==> src/rtl/audio_pkg.sv <==
package audio_pkg;

	// One codec word per channel
	typedef logic signed [31:0] sample_t;

	typedef struct packed {
		sample_t left;
		sample_t right;
	} stereo_t;

	// Saturation limits for the mixer
	localparam sample_t SAMPLE_MAX = 32'sh7fff_ffff;
	localparam sample_t SAMPLE_MIN = 32'sh8000_0000;

	// Stored clip
	localparam int CLIP_LEN = 100;
	localparam int CLIP_ENTRY_W = 3;

	typedef logic [6:0] clip_idx_t;

	localparam clip_idx_t CLIP_LAST = clip_idx_t'(CLIP_LEN - 1);

endpackage

==> src/rtl/ctrl_pkg.sv <==
package ctrl_pkg;

	// Host-visible register map
	typedef enum logic [31:0] {
		REG_TONE_PERIOD  = 32'd0,
		REG_TONE_AMP     = 32'd1,
		REG_CLIP_GAIN    = 32'd2,
		REG_CLIP_TRIGGER = 32'd3
	} cfg_addr_e;

	typedef struct packed {
		cfg_addr_e   addr;
		logic [31:0] data;
	} cfg_req_t;

	// Settings shared by the tone and clip sources
	typedef struct packed {
		logic [3:0]  tone_period;
		logic [30:0] tone_amp;
		logic [3:0]  clip_gain;
	} cfg_t;

	typedef enum logic [1:0] {
		CLIP_IDLE = 2'd0,
		CLIP_PLAY = 2'd1,
		CLIP_DONE = 2'd2
	} clip_state_e;

endpackage

==> src/rtl/audio_cfg_regs.sv <==
module audio_cfg_regs (
	input  logic                clk,
	input  logic                resetn,
	input  logic                cfg_req,
	input  ctrl_pkg::cfg_req_t  cfg,
	output logic                cfg_ack,
	output ctrl_pkg::cfg_t      fx_cfg,
	output logic                clip_start,
	output logic                tone_restart
);

	import ctrl_pkg::*;

	logic wr_en;

	// New request seen, ack not yet given
	assign wr_en = cfg_req && !cfg_ack;

	// Ack follows req by one cycle in both directions
	always_ff @(posedge clk) begin
		if (!resetn) begin
			cfg_ack <= 1'b0;
		end else begin
			cfg_ack <= cfg_req;
		end
	end

	always_ff @(posedge clk) begin
		if (!resetn) begin
			fx_cfg       <= '0;
			clip_start   <= 1'b0;
			tone_restart <= 1'b0;
		end else begin
			clip_start   <= 1'b0;
			tone_restart <= 1'b0;
			if (wr_en) begin
				case (cfg.addr)
					REG_TONE_PERIOD: begin
						fx_cfg.tone_period <= cfg.data[3:0];
						tone_restart       <= 1'b1;
					end
					REG_TONE_AMP: begin
						fx_cfg.tone_amp <= cfg.data[30:0];
					end
					REG_CLIP_GAIN: begin
						fx_cfg.clip_gain <= cfg.data[3:0];
					end
					REG_CLIP_TRIGGER: begin
						clip_start <= 1'b1;
					end
					// Unknown address is acked and dropped
					default: begin
					end
				endcase
			end
		end
	end

	// Handshake ordering
	ack_needs_req: assert property (
		@(posedge clk) disable iff (!resetn)
		$rose(cfg_ack) |-> cfg_req
	) else $error("cfg_ack rose without a pending cfg_req");

endmodule

==> src/rtl/audio_fx_top.sv <==
module audio_fx_top (
	input  logic                clk,
	input  logic                resetn,
	input  logic                cfg_req,
	input  ctrl_pkg::cfg_req_t  cfg,
	output logic                cfg_ack,
	input  logic                in_available,
	input  audio_pkg::stereo_t  sample_in,
	output logic                read_in,
	input  logic                out_allowed,
	output audio_pkg::stereo_t  sample_out,
	output logic                write_out,
	output logic                clip_busy
);

	import audio_pkg::*;
	import ctrl_pkg::*;

	cfg_t    fx_cfg;
	logic    clip_start;
	logic    tone_restart;
	logic    sample_tick;
	sample_t tone;
	sample_t clip;

	audio_cfg_regs u_regs (
		.clk          (clk),
		.resetn       (resetn),
		.cfg_req      (cfg_req),
		.cfg          (cfg),
		.cfg_ack      (cfg_ack),
		.fx_cfg       (fx_cfg),
		.clip_start   (clip_start),
		.tone_restart (tone_restart)
	);

	tone_gen u_tone (
		.clk          (clk),
		.resetn       (resetn),
		.fx_cfg       (fx_cfg),
		.tone_restart (tone_restart),
		.sample_tick  (sample_tick),
		.tone         (tone)
	);

	clip_player u_clip (
		.clk          (clk),
		.resetn       (resetn),
		.fx_cfg       (fx_cfg),
		.clip_start   (clip_start),
		.sample_tick  (sample_tick),
		.clip         (clip),
		.clip_busy    (clip_busy)
	);

	audio_mixer u_mixer (
		.clk          (clk),
		.resetn       (resetn),
		.in_available (in_available),
		.sample_in    (sample_in),
		.out_allowed  (out_allowed),
		.tone         (tone),
		.clip         (clip),
		.read_in      (read_in),
		.write_out    (write_out),
		.sample_out   (sample_out),
		.sample_tick  (sample_tick)
	);

endmodule

==> src/rtl/audio_mixer.sv <==
module audio_mixer (
	input  logic                clk,
	input  logic                resetn,
	input  logic                in_available,
	input  audio_pkg::stereo_t  sample_in,
	input  logic                out_allowed,
	input  audio_pkg::sample_t  tone,
	input  audio_pkg::sample_t  clip,
	output logic                read_in,
	output logic                write_out,
	output audio_pkg::stereo_t  sample_out,
	output logic                sample_tick
);

	import audio_pkg::*;

	logic xfer;

	// Three-way sum, clamped to the 32-bit range
	function automatic sample_t sat_add(input sample_t a, input sample_t b, input sample_t c);
		logic signed [33:0] sum;
		sum = 34'(a) + 34'(b) + 34'(c);
		if (sum > 34'(SAMPLE_MAX)) begin
			return SAMPLE_MAX;
		end else if (sum < 34'(SAMPLE_MIN)) begin
			return SAMPLE_MIN;
		end else begin
			return sample_t'(sum);
		end
	endfunction

	// One sample moves only when both sides are ready
	assign xfer        = in_available && out_allowed;
	assign read_in     = xfer;
	assign write_out   = xfer;
	assign sample_tick = xfer;

	always_comb begin
		sample_out.left  = sat_add(sample_in.left, tone, clip);
		sample_out.right = sat_add(sample_in.right, tone, clip);
	end

	// Non-negative terms never wrap to a negative sum
	no_positive_wrap: assert property (
		@(posedge clk) disable iff (!resetn)
		write_out && !sample_in.left[31] && !tone[31] && !clip[31]
			|-> !sample_out.left[31]
	) else $error("positive sum wrapped to a negative sample");

endmodule

==> src/rtl/clip_player.sv <==
module clip_player (
	input  logic               clk,
	input  logic               resetn,
	input  ctrl_pkg::cfg_t     fx_cfg,
	input  logic               clip_start,
	input  logic               sample_tick,
	output audio_pkg::sample_t clip,
	output logic               clip_busy
);

	import audio_pkg::*;
	import ctrl_pkg::*;

	clip_state_e state;
	clip_idx_t   idx;
	logic [8:0]  idx_x3;
	logic [CLIP_ENTRY_W-1:0] entry;

	always_ff @(posedge clk) begin
		if (!resetn) begin
			state <= CLIP_IDLE;
			idx   <= '0;
		end else begin
			case (state)
				CLIP_IDLE, CLIP_DONE: begin
					idx   <= '0;
					state <= clip_start ? CLIP_PLAY : CLIP_IDLE;
				end
				CLIP_PLAY: begin
					if (clip_start) begin
						// Retrigger restarts from the top
						idx <= '0;
					end else if (sample_tick) begin
						if (idx == CLIP_LAST) begin
							idx   <= '0;
							state <= CLIP_DONE;
						end else begin
							idx <= idx + clip_idx_t'(1);
						end
					end
				end
				default: begin
					state <= CLIP_IDLE;
				end
			endcase
		end
	end

	// Table rule: entry k is 3k mod 8
	assign idx_x3 = {2'b00, idx} * 9'd3;
	assign entry  = idx_x3[CLIP_ENTRY_W-1:0];

	always_comb begin
		if (state == CLIP_PLAY) begin
			clip = sample_t'(entry) <<< fx_cfg.clip_gain;
		end else begin
			clip = '0;
		end
	end

	assign clip_busy = (state == CLIP_PLAY);

	idx_in_range: assert property (
		@(posedge clk) disable iff (!resetn)
		state == CLIP_PLAY |-> idx < CLIP_LEN
	) else $error("clip index ran past the table");

endmodule

==> src/rtl/tone_gen.sv <==
module tone_gen (
	input  logic              clk,
	input  logic              resetn,
	input  ctrl_pkg::cfg_t    fx_cfg,
	input  logic              tone_restart,
	input  logic              sample_tick,
	output audio_pkg::sample_t tone
);

	import audio_pkg::*;

	logic [3:0] sample_cnt;
	logic       phase_pos;
	sample_t    amp;

	// Counter and phase step once per transferred sample
	always_ff @(posedge clk) begin
		if (!resetn || tone_restart) begin
			sample_cnt <= '0;
			phase_pos  <= 1'b1;
		end else if (sample_tick && fx_cfg.tone_period != '0) begin
			if (sample_cnt == fx_cfg.tone_period - 4'd1) begin
				sample_cnt <= '0;
				phase_pos  <= !phase_pos;
			end else begin
				sample_cnt <= sample_cnt + 4'd1;
			end
		end
	end

	assign amp = sample_t'({1'b0, fx_cfg.tone_amp});

	always_comb begin
		if (fx_cfg.tone_period == '0) begin
			tone = '0;
		end else if (phase_pos) begin
			tone = amp;
		end else begin
			tone = -amp;
		end
	end

endmodule

==> config.mk <==
export PLATFORM = sky130hd
export DESIGN_NAME = audio_fx_top
export DESIGN_NICKNAME = d
export VERILOG_FILES = /design/src/rtl/audio_pkg.sv /design/src/rtl/ctrl_pkg.sv /design/src/rtl/audio_cfg_regs.sv /design/src/rtl/audio_fx_top.sv /design/src/rtl/audio_mixer.sv /design/src/rtl/clip_player.sv /design/src/rtl/tone_gen.sv
export SDC_FILE = /design/constraint.sdc
export NUM_CORES = 1
export LEC_CHECK = 0
export BUFFER_PORTS_ARGS = -buffer_cell sky130_fd_sc_hd__buf_2
export CORE_UTILIZATION = 50
export DETAILED_ROUTE_END_ITERATION = 16
export PLACE_DENSITY = 0.81
export SYNTH_ARGS = -nofsm -noshare
export SYNTH_HDL_FRONTEND = slang
export SYNTH_SLANG_ARGS = --single-unit
==> constraint.sdc <==
create_clock -name clk -period 5.7 [get_ports clk]
set_clock_uncertainty 0.05 [all_clocks]
set_input_delay 0.285 -clock clk [delete_from_list [all_inputs] [get_ports clk]]
set_output_delay 0.285 -clock clk [all_outputs]
set_load 0.01 [all_outputs]
==> summary.md, run 1 <==
| Metric | Value |
|---|---|
| R2R Path Start | `u_regs.cfg_ack` |
| Starting density of the core | `0.514` |
| Area share of the largest cell type after synthesis | `0.184` |
| Async SR Flop Fraction | `0` |
| Die area | `approximately 18000 µm²` |
| Multi-input gate area | `7950 µm²` |
| Vias per inst | `5.80` |
| Routed wire length | `26200 µm` |
| PwrDens | `about 96 nW/µm²` |
| LEAKAGE | `0.00531 µW` |
| DP HPWL | `between 20000 and 25000 µm` |
| Fmax | `0.177 GHz` |
| Post-synthesis cell type count | `81` |
| Min Tclk post-route | `5.64 ns` |
| Number of synthesized flops with an enable pin | `0` |
| Setup WS pre-CTS | `0.0659 ns` |
| Top FF cell, synth | `dfxtp_1` |
| DRT iter0 DRCs | `511` |
| # setup viols final | `0` |
| Synth Cell Area | `slightly below 9000 µm²` |
| Setup TNS | `0 ns` |
| Crit Path Max Fanout | `8` |
| Fin worst setup slack | `0.0555 ns` |
| H-tree Lvls | `2` |
| Core footprint | `17400 µm²` |
| Fin. Hold Viols | `0` |
| Num CTS Buffers | `5` |
| Drt first pass iters | `5` |
| Placed insts | `1538` |
| Worst hold start | `cfg_req` |
| Mean Syn Cell Area | `7.92 µm²` |
| Final Cycle Share | `0.990` |
| Mapped Nets | `1395` |
| Synth area leaders | `ha_1 (18%), dfxtp_1 (13%), xor2_1 (7.1%)` |
| Worst endpoint required time | `around 5.4 ns` |
| Die width | `about 140 µm` |
| Area delta synth->final | `26.2%` |
| Final #Nets | `1611` |
| Worst-path clk slew | `around 0.080 ns` |
| Area post-placement | `between 10000 and 15000 µm²` |
| Clock latency on the worst-skew pair | `~0.3 ns` |
| Pwr Total | `around 1100 µW` |
| Clock buffer depth | `2` |
| Tightest Pin Transition | `1.20 ns` |
| Routed length per placed instance | `16.6 µm` |
| Global-route wire length before repair | `39000 µm` |
| Clock root buffer master | `clkbuf_16` |
| Max-cap violation count | `0` |
| Filler cell count in the final layout | `~1400` |
| RSZ-0062 raised after global routing | `yes` |
| Antenna Nets Post-Route | `0` |
| Row count | `48` |
| Seq cells post-synth | `56` |
| Number of I/O pins | `201` |
| Layout cells sized above 1 | `0.326` |
| Crit Path Class | `reg -> out` |
| Clock sink count | `56` |
| Largest net degree at the start of global routing | `37` |
| Final Non-Filler Cells | `about 1600` |
| Syn Inst Count | `1127` |
| Design area | `11300 µm²` |
| Hold Buf Count CTS | `0` |
| Startpoint Class | `flip-flop` |
| Area leader, netlist | `ha_1` |
| Slew margin rel. | `0.190` |
| Initial antenna violation count | `8` |
| CTS tree | `done` |
| Die Y | `136 µm` |
| Via count | `9141` |
| # DRC | `0` |
| Hold WC Path Type | `in -> reg` |
| Total GRT Usage | `0.264` |
| GP Congestion | `0.947` |
| Worst VDD drop | `131 µV` |
| Critical path arrival | `5.31 ns` |
| Status | `finished clean` |
| Area occupied by registers | `around 1100 µm²` |
| Port Buffers | `a little under 200` |
| Worst Setup End Kind | `output pin` |
| Post-synthesis sequential area ratio | `0.126` |
| Vias in the first global route | `8237` |
| Fin. max-slew vios | `0` |
| Synth warnings | `0` |
| Total grt overflow | `0` |
| Critical Path Source | `u_regs.fx_cfg[4]` |
-- per-layer routing --
metal | wire length [µm] | track usage | vias to the layer above
met5 | 14 | 0 | -
met4 | 521 | 0.0568 | 2
met3 | 1580 | 0.0382 | 40
met2 | 13000 | 0.484 | 312
met1 | 11100 | 0.323 | 4245
li1 | - | - | 4542
-- through the flow --
stage,hold WS (ns),utilization
floorplan,0.344,-
global placement,0.374,0.591
detailed placement,0.383,0.591
CTS,0.140,0.606
global route,0.149,0.648
finish,0.145,0.649
-- cells by family after synthesis --
family                     synth area share
xor gates and xnor gates              0.119
buffers and inverters                0.0461
AOI/OAI and AO/OA                     0.276
muxes                                0.0505
adders and majority gates             0.193
and+or+nand+nor                       0.191
DFF                                   0.126
-- registers in the layout, summed over array words and instances, names as in the netlist --
register             cells
u_regs.fx_cfg           39
u_clip.idx               7
u_tone.sample_cnt        4
u_clip.state             2
u_regs.cfg_ack           1
u_regs.clip_start        1
u_regs.tone_restart      1
u_tone.phase_pos         1
-- final cells by class --
type	instances	share of cell area
Clock buffer	5	0.0111
Multi-Input combinational cell	987	0.706
Sequential cell	56	0.0999
Tap cell	225	0.0250
Clock inverter	3	0.00244
Timing Repair Buffer	256	0.142
Inverter	37	0.0123
Antenna cell	7	0.00156
-- synth_stat cells, drive strengths merged (7+ instances only) --
cell / n
a211oi: 9
a21o: 66
a21oi: 88
a31oi: 10
and2: 13
and3: 8
buf: 23
clkbuf: 24
dfxtp: 56
ha: 131
inv: 36
mux2i: 45
nand2: 56
nand2b: 10
nand3: 18
nand4: 14
nor2: 133
nor2b: 13
nor3: 26
nor3b: 7
nor4: 16
o21a: 14
o21ai: 106
o31ai: 9
or3: 17
xnor2: 49
xor2: 72
-- timing repair --
action,4_1_cts,5_1_grt
pin swaps,7,82
cloned,1,5
buffers inserted,2,15
gates resized for setup,22,104
endpoints found under the setup margin,62,62
-- worst max-delay path: stages (launching register included) --
cell,delay [ns]
dfxtp_2,0.34
inv_1,0.07
ha_1,0.16
or3b_4,0.41
nor4_4,0.13
buf_4,0.15
and2_4,0.15
and3b_2,0.25
nand2_4,0.07
o21bai_4,0.15
buf_4,0.13
buf_4,0.09
nand2_1,0.07
xnor2_2,0.14
nor2_2,0.19
ha_1,0.29
ha_4,0.28
nand4_1,0.12
nor2_2,0.20
nand2_2,0.09
or3_4,0.35
o311ai_4,0.25
xor2_2,0.22
o21a_4,0.31
clkbuf_16,0.21
o21ai_2,0.05
buf_2,0.14
-- where the power goes --
group / switching [µW] / internal (µW) / total (µW)
combinational: 199 / 171 / 370
sequential: 0.197 / 391 / 391
clock: 147 / 167 / 314
-- layout by cell type, fill, tap and decap left out, types with 45 or more instances in the layout --
master   Yosys  routed
nor2_1     133     117
ha_1       131     112
nand2_1     56      52
mux2i_1     45      45
xnor2_1     49      48
xor2_1      72      69
o21ai_2     55      55
dfxtp_1     56      53
a21oi_1     86      75
buf_2        7     197
a21o_1      65      65
-- final timing paths --
kind	endpoint	slack (ns)	cells past startpoint
worst max-delay path	sample_out[5]	0.06	26
worst min-delay path	u_regs.cfg_ack	0.15	2
worst max register to register	u_regs.fx_cfg[33]	3.42	6
worst min register to register	u_tone.phase_pos	0.41	2
Power figures use the tool's default switching activity.
==> run 2, diff against run 1 <==
- CTS_BUF_LIST: default -> sky130_fd_sc_hd__clkbuf_4 sky130_fd_sc_hd__clkbuf_8
==> run 2 against run 1 <==
Effect of this change:
- total power decreased by 6.8%
- via count increased by 1.8%
- critical endpoint is now sample_out[24]
- largest cell class unchanged
- highest routed layer unchanged
- combinational power is 2% higher
- sequential share of layout area down 0.11 points
- largest power group unchanged
- count of clock-buffer cells in the layout unchanged
==> summary.md, run 2 (synthesis results as in run 1) <==
| Metric | Value |
|---|---|
| Layout cells sized above 1 | `0.335` |
| Global-route wire length before repair | `39100 µm` |
| Port Buffers | `~200` |
| # setup viols final | `0` |
| Worst hold start | `cfg_req` |
| Total grt overflow | `0` |
| Routed length per placed instance | `17.1 µm` |
| Vias in the first global route | `8214` |
| Max-cap violation count | `0` |
| Clock root buffer master | `clkbuf_8` |
| Number of flip-flops in the largest register | `39` |
| Design area | `about 11000 µm²` |
| Critical path arrival | `5.36 ns` |
| H-tree Lvls | `2` |
| Initial antenna violation count | `8` |
| Most frequent cells in the layout | `buf_2 (198), ha_1 (113), nor2_1 (112), a21oi_1 (74), xor2_1 (69)` |
| Total GRT Usage | `0.265` |
| Worst endpoint required time | `around 5.4 ns` |
| GP Congestion | `0.947` |
| Area delta synth->final | `27.7%` |
| Antenna Nets Post-Route | `0` |
| Hold_ws | `0.117 ns` |
| Hold WC Path Type | `in -> reg` |
| Num CTS Buffers | `5` |
| Core footprint | `17400 µm²` |
| Final #Nets | `between 1500 and 2000` |
| CTS tree | `done` |
| Worst VDD drop | `111 µV` |
| Largest net degree at the start of global routing | `37` |
| Top flop regs | `u_regs.fx_cfg (39), u_clip.idx (7), u_tone.sample_cnt (4)` |
| Slew margin rel. | `0.215` |
| Drt first pass iters | `7` |
| DRT iter0 DRCs | `527` |
| Fin. Hold Viols | `0` |
| Fmax | `0.175 GHz` |
| Filler cell count in the final layout | `1434` |
| Worst-path clk slew | `0.11 ns` |
| Setup TNS | `0 ns` |
| Vias per inst | `5.87` |
| Crit Path Class | `reg -> out` |
| LEAKAGE | `0.00536 µW` |
| Tightest Pin Transition | `1.17 ns` |
| Worst Setup End Kind | `output pin` |
| Area post-placement | `10200 µm²` |
| Routed wire length | `~27000 µm` |
| Status | `finished clean` |
| Critical Path Source | `u_regs.fx_cfg[5]` |
| Die Y | `136 µm` |
| Die area | `between 15000 and 20000 µm²` |
| Via count | `9303` |
| PwrDens | `a little under 90 nW/µm²` |
| Clock buffer depth | `2` |
| RSZ-0062 raised after global routing | `yes` |
| Row count | `48` |
| Top reg by flops | `u_regs.fx_cfg` |
| # DRC | `0` |
| Starting density of the core | `0.514` |
| Startpoint Class | `flip-flop` |
| DP HPWL | `20500 µm` |
| Fin. max-slew vios | `0` |
| Die width | `136 µm` |
| Commonest non-fill, non-tap cell in the layout | `buf_2` |
| Number of I/O pins | `between 200 and 250` |
| Crit Path Max Fanout | `8` |
| Final Cycle Share | `1.00` |
| R2R Path Start | `u_regs.cfg_ack` |
| Clock latency on the worst-skew pair | `about 0.33 ns` |
| Min Tclk post-route | `5.70 ns` |
| Clock sink count | `56` |
## run 2: cell types whose count changed in the layout (fill, tap and decap cells not counted), moves of 2 or more
cell / previous run / this run
ha_2: 7 / 4
clkbuf_8: 0 / 5
o21ai_2: 55 / 53
ha_4: 12 / 14
dfxtp_2: 3 / 1
clkbuf_16: 9 / 4
o31ai_2: 6 / 4
buf_4: 42 / 49
nor2_4: 0 / 5
nor2_1: 117 / 112
## run 2: metrics by stage
| stage | util | power, µW | std cells | setup WS (ns) |
|---|---|---|---|---|
| floorplan | - | 599 | 1127 | 0.539 |
| global placement | 0.591 | 723 | 1538 | 0.148 |
| detailed placement | 0.591 | 729 | 1538 | 0.0659 |
| CTS | 0.606 | 964 | 1551 | -0.0686 |
| global route | 0.656 | 1050 | 1582 | -0.253 |
| finish | 0.657 | 1000 | 1586 | 0.00141 |
## run 2: final timing paths
path	slack [ns]	to	depth (start not counted)
min	0.12	u_regs.cfg_ack	2
max reg2reg	3.42	u_regs.fx_cfg[33]	6
min reg2reg	0.42	u_tone.phase_pos	2
max	0.001	sample_out[24]	22
## run 2: cell type report
| class | count | area (µm²) | area share |
|---|---|---|---|
| Tap cell | 225 | 282 | 0.0247 |
| Clock buffer | 5 | 68.8 | 0.00604 |
| Sequential cell | 56 | 1130 | 0.0988 |
| Antenna cell | 7 | 17.5 | 0.00154 |
| Inverter | 37 | 139 | 0.0122 |
| Clock inverter | 3 | 27.5 | 0.00241 |
| Multi-Input combinational cell | 987 | 8030 | 0.705 |
| Timing Repair Buffer | 266 | 1710 | 0.150 |
## run 2: report_power, final
part | internal [µW] | switching (µW)
clock network | 90.6 | 142
logic | 175 | 204
registers | 391 | 0.197
## run 2: per-layer routing
layer	global-route usage	wire length [µm]	vias to the layer above
li1	-	-	4565
met1	0.325	11300	4324
met2	0.482	13400	359
met3	0.0408	1700	53
met4	0.0581	644	2
met5	0	12	-
## run 2: worst max-delay path, cell delays in order (launching register included)
cell and delay (ns):
dfxtp_4 0.38, or4_4 0.57, nor4_4 0.28, nand2_2 0.12
nor4_4 0.27, buf_4 0.19, nand2_4 0.05, nor2_4 0.15
buf_4 0.12, a21oi_1 0.07, xnor2_1 0.15, nor2_2 0.31
ha_4 0.27, ha_4 0.28, nand2_2 0.08, nor2_4 0.12
nand2_2 0.08, or3_4 0.35, o311ai_4 0.25, xor2_2 0.13
o21a_4 0.31, o31ai_2 0.32, buf_2 0.18
## run 2: what timing repair did
| action | 4_1_cts | 5_1_grt |
|---|---|---|
| gates resized for setup | 26 | 116 |
| endpoints found under the setup margin | 62 | 62 |
| buffers inserted | 3 | 22 |
| pin swaps | 8 | 67 |
| gates cloned | 2 | 6 |
| hold buffers | 0 | 0 |
